$ cat src/lsu_params.svh
`ifndef LSU_PARAMS_SVH
`define LSU_PARAMS_SVH

// Datapath word width in bits
`define LSU_DATA_W 32

// Word address bits of the data RAM, 1024 words
`define LSU_RAM_AW 10

`endif

$ cat src/lsu_pkg.sv
`include "lsu_params.svh"

package lsu_pkg;

    // Operation carried by the instruction into the memory stage
    typedef enum logic [1:0] {
        OP_D2R = 2'd0,  // Register data straight to writeback
        OP_M2R = 2'd1,  // Load
        OP_R2M = 2'd2   // Store
    } access_op_e;

    typedef enum logic [2:0] {
        SZ_BYTE  = 3'd0,
        SZ_HALF  = 3'd1,
        SZ_WORD  = 3'd2,
        SZ_LEFT  = 3'd3,  // Unaligned left part
        SZ_RIGHT = 3'd4   // Unaligned right part
    } access_sz_e;

    // One memory word, seen as lanes or as halves
    typedef union packed {
        logic [`LSU_DATA_W/8-1:0][7:0]   bytes;
        logic [`LSU_DATA_W/16-1:0][15:0] halves;
        logic [`LSU_DATA_W-1:0]          word;
    } mem_word_u;

endpackage

$ cat src/load_merge.sv
`timescale 1ns/1ns
`include "lsu_params.svh"

module load_merge (
    input  logic                    clk_i,
    input  logic                    rst_n_i,
    input  lsu_pkg::access_op_e     mem_access_op_i,
    input  lsu_pkg::access_sz_e     mem_access_sz_i,
    input  logic [1:0]              addr_lo_i,
    input  logic                    flag_unsigned_i,
    input  logic                    blocked_i,
    input  logic [4:0]              reg_addr_i,
    input  logic [`LSU_DATA_W-1:0]  data_i,
    input  logic [`LSU_DATA_W-1:0]  mem_rdata_i,
    output logic                    wb_en_o,
    output logic [4:0]              wb_reg_addr_o,
    output logic [`LSU_DATA_W-1:0]  wb_data_o
);
    import lsu_pkg::*;

    access_op_e             op_q;
    access_sz_e             sz_q;
    logic [1:0]             addr_lo_q;
    logic                   unsigned_q;
    logic [`LSU_DATA_W-1:0] old_q;      // Register value before the load

    mem_word_u              rd_word;
    logic [7:0]             sel_byte;
    logic [15:0]            sel_half;
    logic [4:0]             left_shift;
    logic [4:0]             right_shift;
    logic [`LSU_DATA_W-1:0] left_keep;
    logic [`LSU_DATA_W-1:0] right_keep;
    logic [`LSU_DATA_W-1:0] load_data;

    always_ff @(posedge clk_i) begin
        if (!rst_n_i) begin
            op_q          <= OP_D2R;
            sz_q          <= SZ_BYTE;
            addr_lo_q     <= 2'b00;
            unsigned_q    <= 1'b0;
            old_q         <= '0;
            wb_reg_addr_o <= 5'd0;
            wb_en_o       <= 1'b0;
        end else begin
            op_q          <= mem_access_op_i;
            sz_q          <= mem_access_sz_i;
            addr_lo_q     <= addr_lo_i;
            unsigned_q    <= flag_unsigned_i;
            old_q         <= data_i;
            wb_reg_addr_o <= reg_addr_i;
            // Stores never write back
            wb_en_o       <= ~blocked_i &&
                             (mem_access_op_i == OP_M2R || mem_access_op_i == OP_D2R);
        end
    end

    assign rd_word  = mem_rdata_i;
    assign sel_byte = rd_word.bytes[addr_lo_q];
    assign sel_half = rd_word.halves[addr_lo_q[1]];

    assign left_shift  = {2'd3 - addr_lo_q, 3'b000};
    assign right_shift = {addr_lo_q, 3'b000};

    // Low (3-a) bytes of the old value survive a left load
    assign left_keep  = ~({`LSU_DATA_W{1'b1}} << left_shift);
    // Top a bytes survive a right load
    assign right_keep = ~({`LSU_DATA_W{1'b1}} >> right_shift);

    always_comb begin
        case (sz_q)
            SZ_BYTE: begin
                if (unsigned_q) begin
                    load_data = {{(`LSU_DATA_W-8){1'b0}}, sel_byte};
                end else begin
                    load_data = {{(`LSU_DATA_W-8){sel_byte[7]}}, sel_byte};
                end
            end
            SZ_HALF: begin
                if (unsigned_q) begin
                    load_data = {{(`LSU_DATA_W-16){1'b0}}, sel_half};
                end else begin
                    load_data = {{(`LSU_DATA_W-16){sel_half[15]}}, sel_half};
                end
            end
            SZ_LEFT:  load_data = (mem_rdata_i << left_shift) | (old_q & left_keep);
            SZ_RIGHT: load_data = (mem_rdata_i >> right_shift) | (old_q & right_keep);
            default:  load_data = mem_rdata_i;   // Whole word
        endcase
    end

    assign wb_data_o = (op_q == OP_M2R) ? load_data : old_q;

endmodule

$ cat config.mk
export PLATFORM = sky130hd
export DESIGN_NAME = load_merge
export DESIGN_NICKNAME = d
export VERILOG_FILES = /design/src/lsu_pkg.sv /design/src/load_merge.sv
export VERILOG_INCLUDE_DIRS = /design/src
export SDC_FILE = /design/constraint.sdc
export NUM_CORES = 1
export LEC_CHECK = 0
export ABC_AREA = 1
export BUFFER_PORTS_ARGS = -buffer_cell sky130_fd_sc_hd__buf_2
export CORE_AREA = 2 2 80 112
export CTS_BUF_LIST = sky130_fd_sc_hd__clkbuf_8
export DETAILED_ROUTE_END_ITERATION = 16
export DIE_AREA = 0 0 82 114
export PLACE_DENSITY = 0.89
export SLEW_MARGIN = 30
export SYNTH_ARGS = -nofsm -noshare
export SYNTH_HDL_FRONTEND = slang
export SYNTH_SLANG_ARGS = --single-unit
$ cat constraint.sdc
create_clock -name clk_i -period 1.6 [get_ports clk_i]
set_input_delay 0.32 -clock clk_i [delete_from_list [all_inputs] [get_ports clk_i]]
set_output_delay 0.32 -clock clk_i [all_outputs]
set_load 0.005 [all_outputs]
== After elaboration in Yosys (flattened, before gate mapping) ==
Index checks and enable logic that the tools add are counted.
Storage, ports and cells
  register bits: 46
  input port bits: 80
  output and inout port bits: 38
  word-level logic and storage cells: 38
Operators by class
  $add $sub $neg: 1
  $lt $le $gt $ge: 2
  equality and inequality tests: 5
  shift-type cells: 4
  multiplexer cells: 8
  bitwise gates (word level): 7
  reduce and logical (&&, ||, !) cells: 4
Operators with widths (count)
  $pmux 32 s4: 1
  $mux 32: 3
  $and 32x32->32: 2
  $not 32->32: 2
  $or 32x32->32: 2
  $mux 16: 2
  $shl 32x5->32: 1
  $shl 32x5->32 const A: 1
  $shr 32x5->32: 1
  $shr 32x5->32 const A: 1
  $bmux 8 s2: 1
  $mux 8: 1
  $eq 2x1->1 const B: 2
  $eq 3x1->1 const B: 1
  $eq 3x2->1 const B: 1
  $eq 3x3->1 const B: 1
  $logic_not 3->1: 1
  $lt 2x3->1 const B: 1
  $logic_not 2->1: 1
  $lt 1x2->1 const B: 1
  $sub 2x2->2 const A: 1
  $logic_and 1x1->1: 1
  $logic_or 1x1->1: 1
  $not 1->1: 1

== Longest topological paths before layout ==
Gate-level depths: netlist (run 1).
  depth in word-level cells: 7
  mapped depth: 12
  depth with buffers taken out: 11

== Least setup slack after synthesis (run 1) ==
No wires, ideal clock.
  kind: reg-to-output
  start point: register addr_lo_q[0]
  end point: output port wb_data_o[1]
  data arrival time: 1.199 ns
  data required time: 1.280 ns
  setup slack: 0.081 ns
  stages on the path, launching flop included: 9
  buffers on the path: 2
  cell sequence: dfxtp_1 buf_4 buf_6 nand2_2 o21ai_2 a21oi_1 nand2_1 nand2_1 nand2_1
On the way
  longest elaborated chain between the ends: 7
  elaborated cells on any way between the ends: 16
  those cells by class: add/sub (1); shift (4); mux (5); bitwise (6)
RTL lines
  start, declared: RTL line load_merge.sv:23  | logic [1:0] addr_lo_q;
  start signal, assigned: RTL line load_merge.sv:48  | addr_lo_q <= addr_lo_i;
  $sub 2x2->2: RTL line load_merge.sv:62  | assign left_shift = {2'd3 - addr_lo_q, 3'b000};
  $shl 32x5->32: RTL line load_merge.sv:66  | assign left_keep = ~({`LSU_DATA_W{1'b1}} << left_shift);
  $not 32->32: RTL line load_merge.sv:66
  $and 32x32->32: RTL line load_merge.sv:86  | SZ_LEFT: load_data = (mem_rdata_i << left_shift) | (old_q & left_keep);
  $or 32x32->32: RTL line load_merge.sv:86
  $pmux 32 s4 (*): RTL line load_merge.sv:71  | case (sz_q)
  $mux 32 (*): RTL line load_merge.sv:92  | assign wb_data_o = (op_q == OP_M2R) ? load_data : old_q;
  end, declared: RTL line load_merge.sv:17  | output logic [`LSU_DATA_W-1:0] wb_data_o
Every way passes the cells marked *; elsewhere a longest branch is shown, timed or not. The select of a mux whose other input is x is not followed.

== Worst setup path in the final report (run 1) ==
  start point: register addr_lo_q[0]
  end point: output port wb_data_o[14]
Same word-level chain as after synthesis.

==> reports/qor.yml, run 1 <==
fillCellCount: 708
critPathLaunchType: "flop"
synth_warnings: 0
hold_class: "in2reg"
synthesis.nets: 860
die_area_um2: 9350
grtUsageTotal_pct: 33.6
syn_area_um2: 3980
arrival_ns: 1.88
tightestPinTransition_ns: 0.323
top_layer: "met4"
pin_count: 118
wl_met2_mm: 7.81
wire_per_inst_um: 15.5
fin_area_um2: 5940
crit_required_ns: 1.28
place_congestion: 1.06
placed_area_um2: 5200
core_area_um2: 8410
first_pass_iters: 8
dpl.hpwl_mm: 10.9
area_growth_pct: 49.3
synth_seq_area_share_pct: 23.1
antenna_found_initial: 0
path_cells: "buf_12 -> buf_4 -> nand2_2 -> nand3_1 -> nand2_1 -> nand2_1 -> inv_1 -> nand2_1 -> o21ai_2 -> nand2_1 -> buf_2"
slowest_stage: "dfxtp_4"
crit_buf_inv: 4
wl_met3_mm: 1.85
fp.dieW_um: 82
route.detailed.drc: 0
setup_viol: 32
timing.final.crit_share_pct: 137
fmax_ghz: 0.455
diodes: 0
drt-met1-wl_mm: 5.27
grt_pass1_vias: 5181
p_leak_nw: 3.60
grt_setup_unrepaired: "true"
setup.worst_path.class: "reg2out"
setup_ws_ns: -0.599
cts_tree: "built"
vdd_drop_max_v: 0.000728
drive_above_1_share_pct: 31.9
cpMostUsedCell: "nand2_1"
fin_util_pct: 70.7
slew_violations: 0
slew_headroom_pct: 78.5
nNetsFinal: 1039
placementRows: 40
hold_viol_final: 0
wirelength_mm: 16.5
dp_cells: 1040
post-place-ws_ns: -0.240
vias: 5802
violations: "setup timing"
cts.path.max_buffers: 2
critPathCaptureType: "primary output"
port_buffers: 117
instances_no_fill: 1065
grt_max_degree: 36
max_stage_delay_ns: 0.39
min_period_ns: 2.20
grt_overflow_total: 0
die_y_um: 114
htreeDepth: 2
hold_buffers: 0
setup_tns_ns: -16.29
syn-mean-instance-area_um2: 5.10
viasPerCell: 5.45
cts_buffers: 5
path_clk_slew_ns: 0.11
dr.first_iter.drc_count: 657
synthDistinctLibCells: 20
max-cap-violations: 0
clockRootBuffer: "clkbuf_8"
synth_cells: 780
outcome: "finished, violations left"
power.density_nw_per_um2: 610
grt_pass1_wl_mm: 23.9
ant_nets: 0
start_util_pct: 47.3
synth-seq-cells: 46
crit_fanout: 7
crit_family: "buffers and inverters"
clock_sinks: 46
==> synth_stat cells (all sizes together) <==
| cell type | instances | share of area [%] |
|---|---|---|
| nand2 | 361 | 34 |
| inv | 115 | 11 |
| nand3 | 85 | 11 |
| nor2 | 68 | 6.9 |
| a21oi | 48 | 6.0 |
| dfxtp | 46 | 23 |
| buf | 25 | 3.8 |
| o21ai | 15 | 2.0 |
| clkbuf | 14 | 1.3 |
| nand4 | 2 | 0.31 |
| nor3b | 1 | 0.19 |
==> what timing repair did <==
| item | 4_1_cts | 5_1_grt |
|---|---|---|
| pin swaps | 13 | 30 |
| cloned | 2 | 0 |
| setup endpoints to repair | 32 | 32 |
| gates resized for setup | 65 | 67 |
| buffers inserted | 8 | 8 |
==> cell families (layout without fill, tap and decap cells) <==
kind of cell | after synthesis | in the layout | share of synthesized area (%)
AOI/OAI and AO/OA | 63 | 63 | 8.02
buffers and inverters | 154 | 334 | 16.0
DFF | 46 | 46 | 23.1
and+or+nand+nor | 517 | 517 | 52.8
==> cell type report <==
cell class | count | area (µm²) | share of cell area [%]
clock inverters | 3 | 45.0 | 0.758
inverters | 115 | 460 | 7.75
well taps | 105 | 131 | 2.21
flip-flops and latches | 46 | 937 | 15.8
multi-input cells | 580 | 2740 | 46.1
clock buffers | 5 | 68.8 | 1.16
repair buffers | 211 | 1560 | 26.2
==> cells in the final DEF (no fill, tap or decap), drive strengths merged, types with 3 or more instances in the layout <==
master / count
a21oi: 48
buf: 211
clkbuf: 5
clkinvlp: 3
dfxtp: 46
inv: 114
nand2: 361
nand3: 85
nor2: 68
o21ai: 15
==> routing by layer <==
| layer | vias to the layer above | GRT usage, % |
|---|---|---|
| li1 | 2719 | - |
| met1 | 2513 | 36.1 |
| met2 | 431 | 56.0 |
| met3 | 139 | 7.75 |
| met4 | 0 | 25.0 |
| met5 | - | 0 |
==> where the power goes <==
part | internal [mW] | switching, mW | total, mW
combinational | 0.637 | 0.847 | 1.48
sequential | 1.20 | 0.0440 | 1.25
clock | 0.465 | 0.429 | 0.894
==> state kept, by name, summed over array words and instances (netlist names) <==
signal and flops:
op_q 2, addr_lo_q 2, wb_en_o 1, sz_q 3, old_q 32, wb_reg_addr_o 5, unsigned_q 1
==> through the flow <==
stage / total power, mW / hold slack (ns)
floorplan: 1.92 / 0.395
global placement: 2.46 / 0.479
detailed placement: 2.48 / 0.489
CTS: 3.47 / 0.158
global route: 3.83 / 0.155
finish: 3.63 / 0.163
==> worst paths after layout <==
kind / from / endpoint / slack, ns / cells after the start
max: addr_lo_q[0]$_SDFF_PN0_ / wb_data_o[14] / -0.60 / 11
min: blocked_i / wb_en_o$_SDFF_PN0_ / 0.16 / 2
No activity file was read; power rests on OpenSTA's default activity.
==> run 2: changes to the inputs <==
==> constraint.sdc (replaced) <==
create_clock -name clk_i -period 1.6 [get_ports clk_i]
set_input_delay 0.32 -clock clk_i [delete_from_list [all_inputs] [get_ports clk_i]]
set_output_delay 0.32 -clock clk_i [all_outputs]
set_load 0.1 [all_outputs]
==> run 2 against run 1 <==
Effect of this change: the flow now stops in global routing (5_1_grt); synthesized cell count unchanged; area after synthesis unchanged.
==> reports/qor.yml, run 2 <==
outcome: "stopped before the end"
stop_stage: "global routing (5_1_grt)"
tool.error: "[ERROR GRT-0232] Routing congestion too high. Check the congestion heatmap in the GUI."
post-place-ws_ns: -0.330  # -0.0898 ns
htreeDepth: 2  # unchanged
clock_sinks: 46  # unchanged
synth_edf_count: 0  # unchanged
grt_max_degree: 34
die_y_um: 114  # unchanged
synth-seq-cells: 46  # unchanged
place_congestion: 1.13  # +6.9%
synthTopCellsByCount: "nand2_1 (357), inv_1 (108), nand3_1 (81)"
syn_area_um2: 3980  # unchanged
grt_overflow_total: 3
dpl.hpwl_mm: 11.8  # +7.8%
start_util_pct: 47.3  # unchanged
synth_top_cell_area_share_pct: 33.7  # unchanged
placementRows: 40  # unchanged
fp.dieW_um: 82  # unchanged
synthDistinctLibCells: 20  # unchanged
worst-ep-kind: "primary output"
syn-mean-instance-area_um2: 5.10  # unchanged
synth_warnings: 0  # unchanged
synth_seq_area_share_pct: 23.1  # unchanged
synthTopCellsByArea: "nand2_1 (34%), dfxtp_1 (23%), inv_1 (10%), nand3_1 (10%), nor2_1 (6.1%)"
async_reset_ff_share_pct: 0  # unchanged
cts_buffers: 5  # unchanged
pin_count: 118  # unchanged
cts.path.max_buffers: 2  # unchanged
clockRootBuffer: "clkbuf_8"
yosysTopAreaCell: "nand2_1"
port_buffers: 117  # unchanged
synthFlopType: "dfxtp_1"
hold_buffers: 0  # unchanged
synth_cells: 780  # unchanged
worst_endpoint: "wb_data_o[10]"
grtUsageTotal_pct: 65.3
synthesis.nets: 860  # unchanged
synth.most_common_cell: "nand2_1"
-- run 2: timing repair --
action / CTS
setup buffers: 7
setup endpoints to repair: 32
pin swaps: 17
resized for setup: 103
gates cloned: 2
-- run 2: logic make-up after synthesis --
| logic type | share of synthesized area [%] |
|---|---|
| compound gates | 8.02 |
| simple gates | 52.8 |
| flops | 23.1 |
| buf+inv | 16.0 |
-- run 2: through the flow --
stage	TNS (ns)	hold WS, ns	area, µm²	std cells
2_1_floorplan	-1.02	0.395	4600	780
3_3_place_gp	-6.65	0.480	6220	1032
3_5_place_dp	-8.54	0.492	6220	1032
4_1_cts	-17.70	0.154	6780	1049
-- run 2: layer usage --
| metal | overflow | global-route usage [%] |
|---|---|---|
| met5 | 0 | 21.2 |
| met4 | 2 | 60.1 |
| met3 | 0 | 49.3 |
| met2 | 1 | 81.5 |
| met1 | 0 | 66.6 |
==> run 3: changes to the inputs <==
--- a/config.mk
+++ b/config.mk
@@ -8,11 +8,10 @@
 export LEC_CHECK = 0
 export ABC_AREA = 1
 export BUFFER_PORTS_ARGS = -buffer_cell sky130_fd_sc_hd__buf_2
-export CORE_AREA = 2 2 80 112
-export CTS_BUF_LIST = sky130_fd_sc_hd__clkbuf_8
+export CORE_AREA = 2 2 103 105
 export DETAILED_ROUTE_END_ITERATION = 16
-export DIE_AREA = 0 0 82 114
-export PLACE_DENSITY = 0.89
+export DIE_AREA = 0 0 105 107
+export PLACE_DENSITY_LB_ADDON = 0.15
 export SLEW_MARGIN = 30
 export SYNTH_ARGS = -nofsm -noshare
 export SYNTH_HDL_FRONTEND = slang
==> constraint.sdc (replaced) <==
create_clock -name clk_i -period 2.1 [get_ports clk_i]
set_input_delay 0.42 -clock clk_i [delete_from_list [all_inputs] [get_ports clk_i]]
set_output_delay 0.42 -clock clk_i [all_outputs]
set_load 0.1 [all_outputs]
==> run 3 against run 2 <==
Effect of this change: the flow now finishes, with violations (setup timing).
==> reports/qor.yml, run 3 (synthesis gave the netlist of run 1 again) <==
grtUsageTotal_pct: 29.1
crit_fanout: 6
mostFrequentLayoutCells: "nand2_1 (292), inv_1 (102), buf_2 (85)"
die_area_um2: 11200
setup_tns_ns: -6.22
grt_overflow_total: 0
total_power_mw: 3.40
grt_max_degree: 34
timing.final.crit_share_pct: 113
slew_headroom_pct: 67.3
setup_viol: 32
crit_buf_inv: 5
wl_met2_mm: 7.95
pin_count: 118  # unchanged
dpl.hpwl_mm: 11.7  # -1.2%
fin_area_um2: 6320
path_clk_slew_ns: 0.08
wirelength_mm: 16.2
violations: "setup timing"
cts_tree: "built"
drive_above_1_share_pct: 34.2
slowest_stage: "dfxtp_4"
clock_sinks: 46  # unchanged
area_growth_pct: 58.7
clkPwrFrac_pct: 20.3
core_area_um2: 10100
p_int_mw: 1.94
tightestPinTransition_ns: 0.495
regMostFlops: "old_q"
htreeDepth: 2  # unchanged
setup.worst_path.class: "reg2out"
swShare_pct: 43.0
port_buffers: 117  # unchanged
clockRootBuffer: "clkbuf_8"
fin_hold_ws_ns: 0.269
cts.path.max_buffers: 2  # unchanged
place_congestion: 0.904  # -20%
vdd_drop_max_v: 0.000353
ant_nets: 0
placed_area_um2: 5610  # -9.9%
largestRegisters: "old_q: 32 flops, wb_reg_addr_o: 5 flops, sz_q: 3 flops"
wire_per_inst_um: 15.1
slew_violations: 0
drt-met1-wl_mm: 6.64
fillCellCount: 993
largest_reg_flops: 32
crit_family: "buffers and inverters"
grt_setup_unrepaired: "true"
hold_buffers: 0  # unchanged
diodes: 0
viasPerCell: 5.02
grt_pass1_vias: 5405
wl_met3_mm: 1.03
p_leak_nw: 3.57
critPathCaptureType: "primary output"
grt_pass1_wl_mm: 26.1
seqPwrFrac_pct: 28.0
top_layer: "met4"
route.detailed.drc: 0
min_period_ns: 2.37
vias: 5384
setup_ws_ns: -0.268
placementRows: 37  # -7.5%
critPathLaunchType: "flop"
antenna_found_initial: 0
fp.dieW_um: 105  # +28%
cpMostUsedCell: "nand2_2"
die_y_um: 107  # -6.1%
hold_class: "in2reg"
nNetsFinal: 1016
first_pass_iters: 4
power_frac_comb_pct: 51.7
max-cap-violations: 0
post-place-ws_ns: -0.0220  # +0.308 ns
cts_buffers: 5  # unchanged
path_cells: "buf_6 -> buf_6 -> nor2_4 -> buf_12 -> nand2_2 -> nand2_2 -> inv_2 -> a21oi_2 -> nor2_1 -> nand2_1 -> nand2_1 -> nand2_2 -> buf_12"
max_stage_delay_ns: 0.36
crit_required_ns: 1.68
final_common_cell: "nand2_1"
outcome: "finished, violations left"
arrival_ns: 1.95
start_util_pct: 39.4  # -7.9 points
hold_viol_final: 0
power.density_nw_per_um2: 538
fmax_ghz: 0.422
dr.first_iter.drc_count: 378
power.switching_mw: 1.46
==> run 3: per-layer routing <==
metal  up-vias  GRT usage, %
li1       2665             -
met1      2428          34.7
met2       240          51.1
met3        51          3.83
met4         0          15.1
met5         -             0
==> run 3: final timing paths <==
path              slack, ns               startpoint            endpoint  cells past startpoint
setup / recovery      -0.27  addr_lo_q[0]$_SDFF_PN0_       wb_data_o[20]                     13
hold / removal         0.27                blocked_i  wb_en_o$_SDFF_PN0_                      2
==> run 3: layout make-up <==
class / instances / area, µm² / share of cell area [%]
Clock buffer: 6 / 82.6 / 1.31
Clock inverter: 1 / 30.0 / 0.475
Inverter: 115 / 460 / 7.29
Multi-Input combinational cell: 580 / 2790 / 44.2
Sequential cell: 46 / 937 / 14.8
Tap cell: 136 / 170 / 2.69
Timing Repair Buffer: 188 / 1840 / 29.2
==> run 3: metrics by stage <==
step / std cells / util, %
6_report: 1072 / 62.6
5_1_grt: 1072 / 62.6
4_1_cts: 1070 / 61.0
3_5_place_dp: 1047 / 55.5
3_3_place_gp: 1047 / 55.5
2_1_floorplan: 780 / -
==> run 3: power groups by stage <==
| stage | sequential [mW] | combinational, mW | clock [mW] |
|---|---|---|---|
| 2_1_floorplan | 1.00 | 0.939 | 0 |
| 3_3_place_gp | 0.970 | 1.58 | 0 |
| 3_5_place_dp | 0.971 | 1.58 | 0 |
| 4_1_cts | 0.949 | 1.71 | 0.710 |
| 5_1_grt | 0.956 | 1.87 | 0.742 |
| 6_report | 0.951 | 1.76 | 0.691 |
==> run 3: repair_timing <==
item / in CTS / in global routing
pin swaps: 29 / 27
buffers inserted: 14 / 2
endpoints found under the hold margin: 0 / 0
resized for setup: 83 / 44
cloned: 2 / 1
endpoints found under the setup margin: 32 / 32
