**src/lsu_params.svh**
```systemverilog
`ifndef LSU_PARAMS_SVH
`define LSU_PARAMS_SVH

// Datapath word width in bits
`define LSU_DATA_W 32

// Word address bits of the data RAM, 1024 words
`define LSU_RAM_AW 10

`endif

```
**src/lsu_pkg.sv**
```systemverilog
`include "lsu_params.svh"

package lsu_pkg;

    // Operation carried by the instruction into the memory stage
    typedef enum logic [1:0] {
        OP_D2R = 2'd0,  // Register data straight to writeback
        OP_M2R = 2'd1,  // Load
        OP_R2M = 2'd2   // Store
    } access_op_e;

    typedef enum logic [2:0] {
        SZ_BYTE  = 3'd0,
        SZ_HALF  = 3'd1,
        SZ_WORD  = 3'd2,
        SZ_LEFT  = 3'd3,  // Unaligned left part
        SZ_RIGHT = 3'd4   // Unaligned right part
    } access_sz_e;

    // One memory word, seen as lanes or as halves
    typedef union packed {
        logic [`LSU_DATA_W/8-1:0][7:0]   bytes;
        logic [`LSU_DATA_W/16-1:0][15:0] halves;
        logic [`LSU_DATA_W-1:0]          word;
    } mem_word_u;

endpackage

```
**src/mem_bus_if.sv**
```systemverilog
`timescale 1ns/1ns
`include "lsu_params.svh"

interface mem_bus_if;

    logic [`LSU_DATA_W-1:0]   addr;     // Byte address
    logic [`LSU_DATA_W-1:0]   wdata;
    logic                     rd;
    logic                     wr;
    logic [`LSU_DATA_W/8-1:0] byte_en;
    logic [`LSU_DATA_W-1:0]   rdata;    // Valid the cycle after rd

    modport master (
        output addr,
        output wdata,
        output rd,
        output wr,
        output byte_en,
        input  rdata
    );

    modport slave (
        input  addr,
        input  wdata,
        input  rd,
        input  wr,
        input  byte_en,
        output rdata
    );

endinterface

```
**src/mem_access.sv**
```systemverilog
`timescale 1ns/1ns
`include "lsu_params.svh"

module mem_access (
    input  lsu_pkg::access_op_e     mem_access_op_i,
    input  lsu_pkg::access_sz_e     mem_access_sz_i,
    input  logic [`LSU_DATA_W-1:0]  data_i,
    input  logic [`LSU_DATA_W-1:0]  addr_i,
    input  logic                    exception_flush_i,
    output logic                    alignment_err_o,
    mem_bus_if.master               bus
);
    import lsu_pkg::*;

    logic [1:0] a;
    logic [4:0] left_shift;
    logic [4:0] right_shift;
    logic       is_mem_op;
    logic       blocked;

    assign a           = addr_i[1:0];
    assign left_shift  = {2'd3 - a, 3'b000};   // (3-a) bytes
    assign right_shift = {a, 3'b000};

    assign is_mem_op = (mem_access_op_i == OP_M2R) || (mem_access_op_i == OP_R2M);

    assign alignment_err_o = is_mem_op &&
                             ((mem_access_sz_i == SZ_HALF && a[0]) ||
                              (mem_access_sz_i == SZ_WORD && a != 2'b00));

    assign blocked = exception_flush_i | alignment_err_o;

    // RAM drops the low pair itself
    assign bus.addr = addr_i;

    always_comb begin
        case (mem_access_sz_i)
            SZ_HALF:  bus.byte_en = {a[1], a[1], ~a[1], ~a[1]};
            SZ_BYTE:  bus.byte_en = 4'b0001 << a;
            SZ_LEFT:  bus.byte_en = {a[1] & a[0], a[1], a[1] | a[0], 1'b1};  // Lanes 0..a
            SZ_RIGHT: bus.byte_en = {1'b1, ~(a[1] & a[0]), ~a[1], ~(a[1] | a[0])};
            default:  bus.byte_en = 4'b1111;
        endcase
    end

    always_comb begin
        bus.rd    = 1'b0;
        bus.wr    = 1'b0;
        bus.wdata = '0;
        case (mem_access_op_i)
            OP_M2R: begin
                bus.rd = ~blocked;
            end
            OP_R2M: begin
                bus.wr = ~blocked;
                case (mem_access_sz_i)
                    SZ_WORD:  bus.wdata = data_i;
                    SZ_HALF:  bus.wdata = {2{data_i[15:0]}};
                    SZ_BYTE:  bus.wdata = {4{data_i[7:0]}};
                    SZ_LEFT:  bus.wdata = data_i >> left_shift;  // Upper register bytes down
                    SZ_RIGHT: bus.wdata = data_i << right_shift;
                    default:  bus.wdata = '0;
                endcase
            end
            default: begin
                // Pass-through, no memory traffic
                bus.rd = 1'b0;
            end
        endcase
    end

endmodule

```
**src/flat_wrapper.sv**
```systemverilog
// flat-port wrapper written by rule: the top's interface ports become plain ports
module mem_access_flat import lsu_pkg::*;
  (mem_access_op_i, mem_access_sz_i, data_i, addr_i, exception_flush_i, alignment_err_o, bus_addr, bus_wdata, bus_rd, bus_wr, bus_byte_en, bus_rdata);
  mem_bus_if bus_i ();
  input  lsu_pkg::access_op_e mem_access_op_i;
  input  lsu_pkg::access_sz_e mem_access_sz_i;
  input  logic [`LSU_DATA_W-1:0] data_i;
  input  logic [`LSU_DATA_W-1:0] addr_i;
  input  logic exception_flush_i;
  output logic alignment_err_o;
  output wire logic [$bits(bus_i.addr)-1:0] bus_addr;
  output wire logic [$bits(bus_i.wdata)-1:0] bus_wdata;
  output wire logic [$bits(bus_i.rd)-1:0] bus_rd;
  output wire logic [$bits(bus_i.wr)-1:0] bus_wr;
  output wire logic [$bits(bus_i.byte_en)-1:0] bus_byte_en;
  input wire logic [$bits(bus_i.rdata)-1:0] bus_rdata;
  assign bus_addr = bus_i.addr;
  assign bus_wdata = bus_i.wdata;
  assign bus_rd = bus_i.rd;
  assign bus_wr = bus_i.wr;
  assign bus_byte_en = bus_i.byte_en;
  assign bus_i.rdata = bus_rdata;
  mem_access u_core (.mem_access_op_i(mem_access_op_i), .mem_access_sz_i(mem_access_sz_i), .data_i(data_i), .addr_i(addr_i), .exception_flush_i(exception_flush_i), .alignment_err_o(alignment_err_o), .bus(bus_i));
endmodule
```
**config.mk**
```make
export PLATFORM = sky130hd
export DESIGN_NAME = mem_access_flat
export DESIGN_NICKNAME = d
export VERILOG_FILES = /design/src/lsu_pkg.sv /design/src/mem_bus_if.sv /design/src/mem_access.sv /design/src/flat_wrapper.sv
export VERILOG_INCLUDE_DIRS = /design/src
export SDC_FILE = /design/constraint.sdc
export NUM_CORES = 1
export LEC_CHECK = 0
export BUFFER_PORTS_ARGS = -buffer_cell sky130_fd_sc_hd__clkbuf_2
export CORE_MARGIN = 2
export CORE_UTILIZATION = 41
export DETAILED_ROUTE_END_ITERATION = 10
export GPL_ROUTABILITY_DRIVEN = 0
export PLACE_DENSITY = 0.86
export SETUP_SLACK_MARGIN = 0.15
export SLEW_MARGIN = 10
export SYNTH_ARGS = -nofsm -noshare
export SYNTH_HDL_FRONTEND = slang
export SYNTH_SLANG_ARGS = --single-unit
```
**constraint.sdc**
```tcl
create_clock -name vclk -period 1.8
set_clock_uncertainty 0.15 [all_clocks]
set_input_delay 0.09 -clock vclk [all_inputs]
set_output_delay 0.09 -clock vclk [all_outputs]
set_load 0.03 [all_outputs]
```
**Yosys cells after proc, flatten, opt, wreduce, memory -nomap -nowiden**

Index checks and enable logic that the tools add are counted.
Widths: inputs -> output; s select.

- Bits in registers: 0
- Output and inout port bits: 71
- Logic and storage cells: 29

- Add/subtract/negate cells: 1
- Eq/ne operators: 6
- Shifts and indexed selects: 3
- Multiplexer cells: 5
- Bitwise operators: 7
- Reductions and logical operators: 7

Operators with widths:

| cell | number |
|---|---|
| $pmux 32 s5 | 1 |
| $mux 32 | 1 |
| $shl 32x5->32 | 1 |
| $shr 32x5->32 | 1 |
| $pmux 4 s4 | 1 |
| $eq 3x2->1 const B | 2 |
| $not 1->1 | 4 |
| $shl 1x2->4 const A | 1 |
| $eq 3x1->1 const B | 1 |
| $eq 3x3->1 const B | 1 |
| $logic_and 1x1->1 | 3 |
| $logic_not 3->1 | 1 |
| $eq 2x1->1 const B | 1 |
| $eq 2x2->1 const B | 1 |
| $logic_or 1x1->1 | 2 |
| $mux 1 | 2 |
| $or 1x1->1 | 2 |
| $reduce_bool 2->1 | 1 |
| $sub 2x2->2 const A | 1 |
| $and 1x1->1 | 1 |

**Logic depth before layout (Yosys ltp)**

Gate-level depths: netlist (run 1).

- Depth after elaboration: 7
- Mapped depth: 7

**Worst setup path after synthesis (run 1)**

OpenSTA, ideal clock, no wires.

- Kind: input to output
- Start: input port mem_access_sz_i[2]
- End: output port bus_wdata[15]
- Arrival: 1.433 ns
- Setup slack: 0.127 ns
- Stages on the path: 6
- Buffers on the path: 2
- Path through: buf_2 nand2b_1 nor2_2 buf_2 o21ai_0 a31oi_1

- Longest elaborated chain between the ends: 3
- Elaborated cells on any way between the ends: 7

Ends and longest elaborated chain:

| what | RTL line | text |
|---|---|---|
| start, declared | flat_wrapper.sv:6 | `input lsu_pkg::access_sz_e mem_access_sz_i;` |
| $eq 3x3->1 (tied with other cells) | mem_access.sv:56 | `case (mem_access_sz_i)` |
| $pmux 32 s5 * | mem_access.sv:56 |  |
| $mux 32 * | mem_access.sv:50 | `case (mem_access_op_i)` |
| end, declared | flat_wrapper.sv:12 | `output wire logic [$bits(bus_i.wdata)-1:0] bus_wdata;` |

Every way passes the cells marked *; elsewhere a longest branch is shown, timed or not.

**Final worst setup path (run 1)**

- Start: input port addr_i[0]
- End: output port bus_wdata[16]

- Longest elaborated chain between the ends: 4
- Elaborated cells on any way between the ends: 5

Ends and longest elaborated chain:

| what | RTL line | text |
|---|---|---|
| start, declared | flat_wrapper.sv:8 | `` input logic [`LSU_DATA_W-1:0] addr_i; `` |
| $sub 2x2->2 | mem_access.sv:22 | `assign left_shift = {2'd3 - a, 3'b000};` |
| $shr 32x5->32 | mem_access.sv:60 | `SZ_LEFT: bus.wdata = data_i >> left_shift;` |
| $pmux 32 s5 * | mem_access.sv:56 |  |
| $mux 32 * | mem_access.sv:50 |  |

Marked as above.

==> impl_metrics.toml, run 1 <==
[run_status]
status = "completed"

[die]
rows = 25
die-area_um2 = 5460
die_x_um = 73.9
start_util = 0.424
ios = 173
core_area_um2 = 4720
die_y_um = 73.9

[power]
switching_power_uw = 381
comb_power_share = 1.000
seqPwrFrac = 0
switching_share = 0.568
irDropWorstVdd_uv = 114
powerDensity_nw_per_um2 = 250
p_leak_uw = 0.00118
clkPwrFrac = 0
p_int_uw = 290

[route]
num_vias = 2546
vias_per_cell = 6.13
drc = 0
drt-pass1-iter-count = 5
routed_wl_um = 7360
wl_per_cell_um = 17.7
ant_nets = 0
drtIter0Drc = 210

[finish]
finalNetCount = 454
multi_input_area_um2 = 1780
seq_cells = 0
area_growth_pct = 33.8
n_antenna_cell = 0
drive_above_1_share = 0.460
seqCellArea_um2 = 0
fillers = 411
clock_buffers = 0

[logic_synthesis]
ys_seq_area_frac = 0
postSynthCellCount = 288
ys_warn_count = 0
synth_top_family_by_area = "compound AO/OA/AOI/OAI gates"
yosys.area_share.simple = 0.228
synth_xor_area_frac = 0
netlist.top_cell.by_area = "mux2i_1"
synth_compound_area_frac = 0.358
synth_top_area_frac = 0.160
ys_types = 37
syn-cell-area_um2 = 2000
postSynthAreaPerCell_um2 = 6.96
synth_area_leaders = "mux2i_1, buf_4, a22oi_1"
postSynthNetCount = 392
muxShareOfSynthArea = 0.205
yosys.area_share.adder = 0.0125

[clock_tree]
postCtsHoldBufs = 0

[timing]
final_max_slew_viol_count = 0
fin_setup_tns_ps = 0
setup_viol = 0
final-hold-violation-count = 0
maxSlewHeadroom = 0.695
fmax_mhz = 611
final.setup.worst_slack_ps = 164
fin_crit_sh = 0.909
tightest_slew_ps = 457
period_needed_ps = 1640
rsz0062_at_grt = "yes"

[run]
cap_violations = 0

[place]
dp_hpwl_um = 5200
pre_cts_slack_ps = 37.6
io_buffers = 81

[setup_path]
end_kind = "output pin"
critPathKind = "input pin to output pin"
cp.arrival_ps = 1400
start_kind = "input pin"
required_ps = 1560
cp_max_fo = 10

[global_routing]
grt-ovfl-total = 0
antenna_found_initial = 0
grt_pass1_vias = 2438
grt_usage = 0.242
grt_pass1_wl_um = 10900
grt_max_degree = 33

[min_path]
hold_class = "input pin to output pin"
==> logic make-up after synthesis <==
group / after synthesis
AO/OA/AOI/OAI: 100
AND/OR/NAND/NOR: 84
buffers and inverters: 62
multiplexers: 40
adder cells (fa/ha/maj): 2
==> power by group through the flow <==
stage          registers (uW)  logic (uW)  clock network [uW]
6_report                    0         672                   0
3_5_place_dp                0         592                   0
4_1_cts                     0         605                   0
5_1_grt                     0         716                   0
3_3_place_gp                0         572                   0
2_1_floorplan               0         507                   0
==> critical path, cell delays in order <==
cell       delay, ps
clkbuf_4         170
buf_4            160
nor2b_2          160
buf_4            150
o2bb2ai_1        150
nand2_1          140
a21oi_2          160
clkbuf_2         220
==> cells in the mapped netlist (all sizes together) (2+ instances only) <==
master,n
a211oi,8
nand2,13
or2,2
nand2b,10
o21ai,10
a22oi,17
mux2,8
clkbuf,2
o2bb2ai,8
nor2,22
and2,12
inv,3
o22a,8
a21oi,21
buf,57
a211o,8
mux2i,32
a222oi,8
ha,2
nor2b,19
nor3,2
a31oi,9
==> path summary, 6_finish.rpt <==
kind	slack, ps	from	end	cells past startpoint
worst min-delay path	30	addr_i[16]	bus_addr[16]	0
worst max-delay path	160	addr_i[0]	bus_wdata[16]	8
==> cell usage in the layout, fill, tap and decap left out, types with 2 or more instances in the layout <==
cell and n:
o2bb2ai_1 8, nor2_2 2, inv_1 3, mux2i_4 4
buf_12 4, buf_2 6, o21ai_0 9, a31oi_2 3
nand2_1 13, buf_6 3, a22oi_1 17, and2_1 12
a222oi_1 8, clkbuf_2 63, nor2b_2 5, clkbuf_4 2
mux2_1 3, buf_4 39, nand2b_1 9, nor2_1 19
mux2i_1 22, mux2_2 5, nor2b_1 14, a21oi_2 8
mux2i_2 6, ha_1 2, o22a_1 8, a211oi_1 8
a211o_1 8, a31oi_1 6, a21oi_1 12
==> per-stage QoR <==
stage                     utilization  instance area, um^2  total power (uW)  instances  hold WS [ps]
final                           0.568                 2680               672        415          30.0
after global routing            0.568                 2680               716        415          30.0
after detailed placement        0.519                 2450               592        410          30.2
after floorplan                     -                 2050               507        288           162
after global placement          0.519                 2450               572        410          30.2
after CTS                       0.528                 2500               605        410          30.2
==> layout make-up <==
class	count	share of cell area
multi-input cells	226	0.664
inverters	3	0.00420
repair buffers	119	0.301
well taps	67	0.0313
==> layer usage <==
layer | global-route usage | routed length (um)
met1 | 0.279 | 2840
met2 | 0.454 | 3750
met3 | 0.0233 | 590
met4 | 0.0909 | 182
met5 | 0 | 0
==> timing repair <==
| action | 4_1_cts | 5_1_grt |
|---|---|---|
| endpoints found under the hold margin | 0 | 0 |
| gates cloned | 0 | 1 |
| pin swaps | 1 | 5 |
| setup buffers | 0 | 4 |
| setup endpoints to repair | 24 | 32 |
| resized for setup | 11 | 55 |
No activity file was read; power rests on OpenSTA's default activity.
==> inputs of run 2 (changes only) <==
- ABC_AREA: unset -> 1
- CORE_UTILIZATION: 41 -> 42
- PLACE_DENSITY: 0.86 -> 0.85
- RECOVER_POWER: unset -> 25
- SETUP_SLACK_MARGIN: 0.15 -> unset
==> run 2 against run 1 <==
Compared with the run above:
- area after synthesis up 9.6%
- cell count increased by 42%
- setup slack got worse by 89 ps
- worst hold slack about the same
- global-route usage is 0.31 points higher
- via count grew 32%
- core utilization decreased by 7.2 points
- total power decreased by 8.8%
- highest routed layer unchanged
==> impl_metrics.toml, run 2 <==
[run_status]
status = "completed"

[finish]
area_growth_pct = 14.6
clock_buffers = 0
seq_cells = 0
layout_common_cells = "nand2_1, nand3_1, clkbuf_2"
fillers = 561
drive_above_1_share = 0.214
seqCellArea_um2 = 0
finalCoreUtilization = 0.496
layout_commonest_cell = "nand2_1"
finalNetCount = 625
n_antenna_cell = 0

[global_routing]
use_met3 = 0.0498
grt-ovfl-total = 0
grt_pass1_wl_um = 12500
grtUsageMet2 = 0.409
antenna_found_initial = 0
grt_pass1_vias = 2995
top_usage_layer = "met2"
grt_max_degree = 39
met1_usage = 0.296
grt_usage = 0.245

[run]
cap_violations = 0

[setup_path]
required_ps = 1560
critPathKind = "input pin to output pin"
cp_max_fo = 13
cp_common_cell = "clkbuf_2"
crit_chain = "clkbuf_2 -> inv_2 -> nand3_2 -> inv_1 -> buf_12 -> nand3_1 -> a21oi_1 -> clkbuf_2"
start_kind = "input pin"
cp.arrival_ps = 1480
slowest_stage = "clkbuf_2"
end_kind = "output pin"
max_stage_delay_ps = 250

[clock_tree]
post_cts_buffers = 0
postCtsHoldBufs = 0

[logic_synthesis]
synth_xor_area_frac = 0
synth_top_family_by_area = "simple AND/OR/NAND/NOR gates"
syn-cell-area_um2 = 2200
synth.top_cells.by_count = "nand2_1, nand3_1, nor2_1"
muxShareOfSynthArea = 0
synth_compound_area_frac = 0.0746
postSynthCellCount = 474
ys_warn_count = 0
synth_top_area_frac = 0.311
synth_area_leaders = "nand2_1, nand3_1, buf_4"
ys_types = 27
yosys.area_share.simple = 0.691
netlist.top_cell.by_area = "nand2_1"
yosys.area_share.adder = 0.0114
postSynthAreaPerCell_um2 = 4.63
postSynthNetCount = 578
ys_seq_area_frac = 0
yosysMostFrequentCell = "nand2_1"

[timing]
final_max_slew_viol_count = 0
period_needed_ps = 1720
whs_ps = 30.0
fmax_mhz = 580
fin_setup_tns_ps = 0
final.setup.worst_slack_ps = 75.5
final-hold-violation-count = 0
tightest_slew_ps = 870
setup_viol = 0
maxSlewHeadroom = 0.420
fin_crit_sh = 0.958
rsz0062_at_grt = "yes"

[place]
io_buffers = 81
dp_hpwl_um = 5770
pre_cts_slack_ps = 98.2

[power]
p_leak_uw = 0.00151
clkPwrFrac = 0
seqPwrFrac = 0
p_int_uw = 200
comb_power_share = 1.000
irDropWorstVdd_uv = 103
powerDensity_nw_per_um2 = 243
switching_share = 0.674
switching_power_uw = 413

[route]
ant_nets = 0
drc = 0
wl_per_cell_um = 13.1
drtIter0Drc = 538
vias_per_cell = 5.70
num_vias = 3359
routed_wl_um = 7730
drt-pass1-iter-count = 5

[die]
die-area_um2 = 5820
start_util = 0.433
rows = 26
core_area_um2 = 5070
die_y_um = 76.3
ios = 173
die_x_um = 76.3

[min_path]
min_path_cells = 0
hold_class = "input pin to output pin"
holdPathEnd = "bus_addr[16]"
hp-start = "addr_i[16]"
-- run 2: cell types whose count changed after synthesis, moves of 17 or more --
| cell | before | now |
|---|---|---|
| nand3_1 | 0 | 89 |
| a22oi_1 | 17 | 0 |
| mux2i_1 | 32 | 0 |
| nor2b_1 | 19 | 0 |
| nor2_1 | 20 | 59 |
| inv_1 | 3 | 25 |
| nand2_1 | 13 | 182 |
-- run 2: through the flow --
| stage | instance area (um^2) | power (uW) | std cells |
|---|---|---|---|
| final | 2520 | 613 | 589 |
| after detailed placement | 2510 | 597 | 589 |
| after global routing | 2520 | 667 | 589 |
| after CTS | 2510 | 599 | 589 |
| after floorplan | 2200 | 519 | 474 |
| after global placement | 2510 | 583 | 589 |
-- run 2: worst max path at each step --
stage,startpoint,cells past startpoint,to
floorplan,mem_access_sz_i[0],7,bus_wdata[28]
global placement,mem_access_op_i[0],6,bus_wdata[19]
detailed placement,mem_access_sz_i[2],9,bus_wdata[24]
CTS,mem_access_sz_i[2],9,bus_wdata[24]
global route,mem_access_sz_i[0],8,bus_wdata[1]
finish,mem_access_sz_i[2],8,bus_wdata[3]
-- run 2: power by group through the flow --
stage | Combinational, uW | Clock, uW | Sequential [uW]
4_1_cts | 599 | 0 | 0
6_report | 613 | 0 | 0
3_5_place_dp | 597 | 0 | 0
3_3_place_gp | 583 | 0 | 0
5_1_grt | 667 | 0 | 0
2_1_floorplan | 519 | 0 | 0
-- run 2: metal layers --
layer / routed length [um] / vias to the layer above
li1: - / 1596
met1: 2920 / 1462
met2: 3530 / 257
met3: 1040 / 44
met4: 237 / 0
met5: 0 / -
-- run 2: repair_timing --
| action | in CTS | in global routing |
|---|---|---|
| endpoints found under the setup margin | 0 | 13 |
| resized for setup | 0 | 2 |
| hold endpoints to repair | 0 | 0 |
-- run 2: final cells by class --
cell class                 count  area (um^2)  share of cell area
inverter                      30          115              0.0457
tap                           70         87.6              0.0348
timing repair buffer         102          601               0.239
multi-input combinational    387         1710               0.681
-- run 2: critical path, delay by kind of cell --
kind | cells | cell delay, ps
AOI/OAI and AO/OA | 1 | 230
buffers and inverters | 5 | 890
and+or+nand+nor | 2 | 270
-- run 2: cells by family after synthesis --
group / Yosys count
AOI/OAI and AO/OA: 30
adders and majority gates: 2
buffers and inverters: 87
and+or+nand+nor: 355
==> inputs of run 3 (changes only) <==
- REMOVE_ABC_BUFFERS: unset -> 1
==> run 3 against run 2 <==
Compared with the run above:
- cell count grew 0.17%
- count of clock-buffer cells in the layout is the same
- via count shrank 1.0%
- fmax grew 2.7%
- die area is the same
- global-route usage grew 2.8 points
- sequential cell count is the same
- critical path depth grew 1
- sequential share of layout area is the same
- routed wire length grew 9.3%
- combinational power shrank 1%
- critical endpoint is now bus_wdata[29]
==> impl_metrics.toml, run 3 (synthesis results as in run 2) <==
[run_status]
status = "completed"

[timing]
rsz0062_at_grt = "no"
setup_viol = 0
fmax_mhz = 595
maxSlewHeadroom = 0.740
fin_crit_sh = 0.933
period_needed_ps = 1680
fin_setup_tns_ps = 0
final-hold-violation-count = 0
final_max_slew_viol_count = 0
tightest_slew_ps = 390

[global_routing]
antenna_found_initial = 0
grt_pass1_vias = 2890
grt_usage = 0.273
grt_pass1_wl_um = 13500
grt-ovfl-total = 0
grt_max_degree = 38

[clock_tree]
cts.repair.resized = 0
post_cts_buffers = 0
postCtsHoldBufs = 0

[power]
irDropWorstVdd_uv = 137
p_leak_uw = 0.00150
power.total_uw = 607
powerDensity_nw_per_um2 = 243

[die]
rows = 26
die_y_um = 76.3
die_x_um = 76.3
die-area_um2 = 5820
ios = 173
start_util = 0.433
core_area_um2 = 5070

[route]
num_vias = 3325
top_layer_used = "met4"
vias_per_cell = 5.64
ant_nets = 0
drtIter0Drc = 419
wl_per_cell_um = 14.3
wl_met2_um = 3490
drc = 0
wl_met1_um = 3470
routed_wl_um = 8440
drt-pass1-iter-count = 6
routed-wl-met3_um = 1420

[finish]
drive_above_1_share = 0.219
layout_commonest_cell = "nand2_1"
multi_input_area_um2 = 1710
layout_common_cells = "nand2_1, nand3_1, clkbuf_2"
seq_cells = 0
area_growth_pct = 13.8
clock_buffers = 0
n_antenna_cell = 0
fillers = 549
finalNetCount = 626
seqCellArea_um2 = 0

[setup_path]
max_stage_delay_ps = 340
cp.arrival_ps = 1440
start_kind = "input pin"
slowest_stage = "nor2_2"
crit_family = "simple AND/OR/NAND/NOR gates"
required_ps = 1560
critPathKind = "input pin to output pin"
cp_max_fo = 8
crit_chain = "clkbuf_2 -> buf_4 -> nand3_2 -> nor2_2 -> nand3_1 -> nand3_1 -> nand2_1 -> inv_1 -> clkbuf_2"
end_kind = "output pin"
path_buf_inv = 4

[run]
cap_violations = 0

[place]
dp_hpwl_um = 6440
io_buffers = 81

[min_path]
hold_class = "input pin to output pin"
==> run 3: changes by cell type in the layout (fill, tap and decap cells not counted) <==
cell,change
buf_12,-2
nor2_2,+2
buf_4,+3
inv_4,+1
nor2_4,-1
nor2_1,-1
inv_1,-1
==> run 3: per-layer routing <==
| layer | vias to the layer above | track usage |
|---|---|---|
| met2 | 273 | 0.404 |
| met5 | - | 0.0364 |
| met4 | 0 | 0.0473 |
| li1 | 1601 | - |
| met1 | 1443 | 0.373 |
| met3 | 8 | 0.109 |
==> run 3: worst paths after layout <==
kind,startpoint,endpoint,slack [ps],cells after the start
worst max-delay path,mem_access_sz_i[0],bus_wdata[29],120,9
worst min-delay path,addr_i[5],bus_addr[5],30,0
==> run 3: cell type report <==
type | count | area share
well taps | 70 | 0.0351
multi-input cells | 387 | 0.685
repair buffers | 103 | 0.233
inverters | 30 | 0.0471
==> run 3: report_power, final <==
group | leakage [uW] | switching (uW) | total (uW) | internal (uW)
registers | 0 | 0 | 0 | 0
logic | 0.00150 | 410 | 607 | 197
clock network | 0 | 0 | 0 | 0
total | 0.00150 | 410 | 607 | 197
==> run 3: through the flow <==
stage          setup slack (ps)  area [um^2]  hold slack (ps)   util  std cells
2_1_floorplan              92.4         1820             30.0      -        417
3_3_place_gp                115         2490             30.5  0.491        590
3_5_place_dp                116         2490             30.5  0.491        590
4_1_cts                     112         2490             30.5  0.491        590
5_1_grt                    20.5         2500             30.2  0.492        590
6_report                    120         2500             30.3  0.492        590
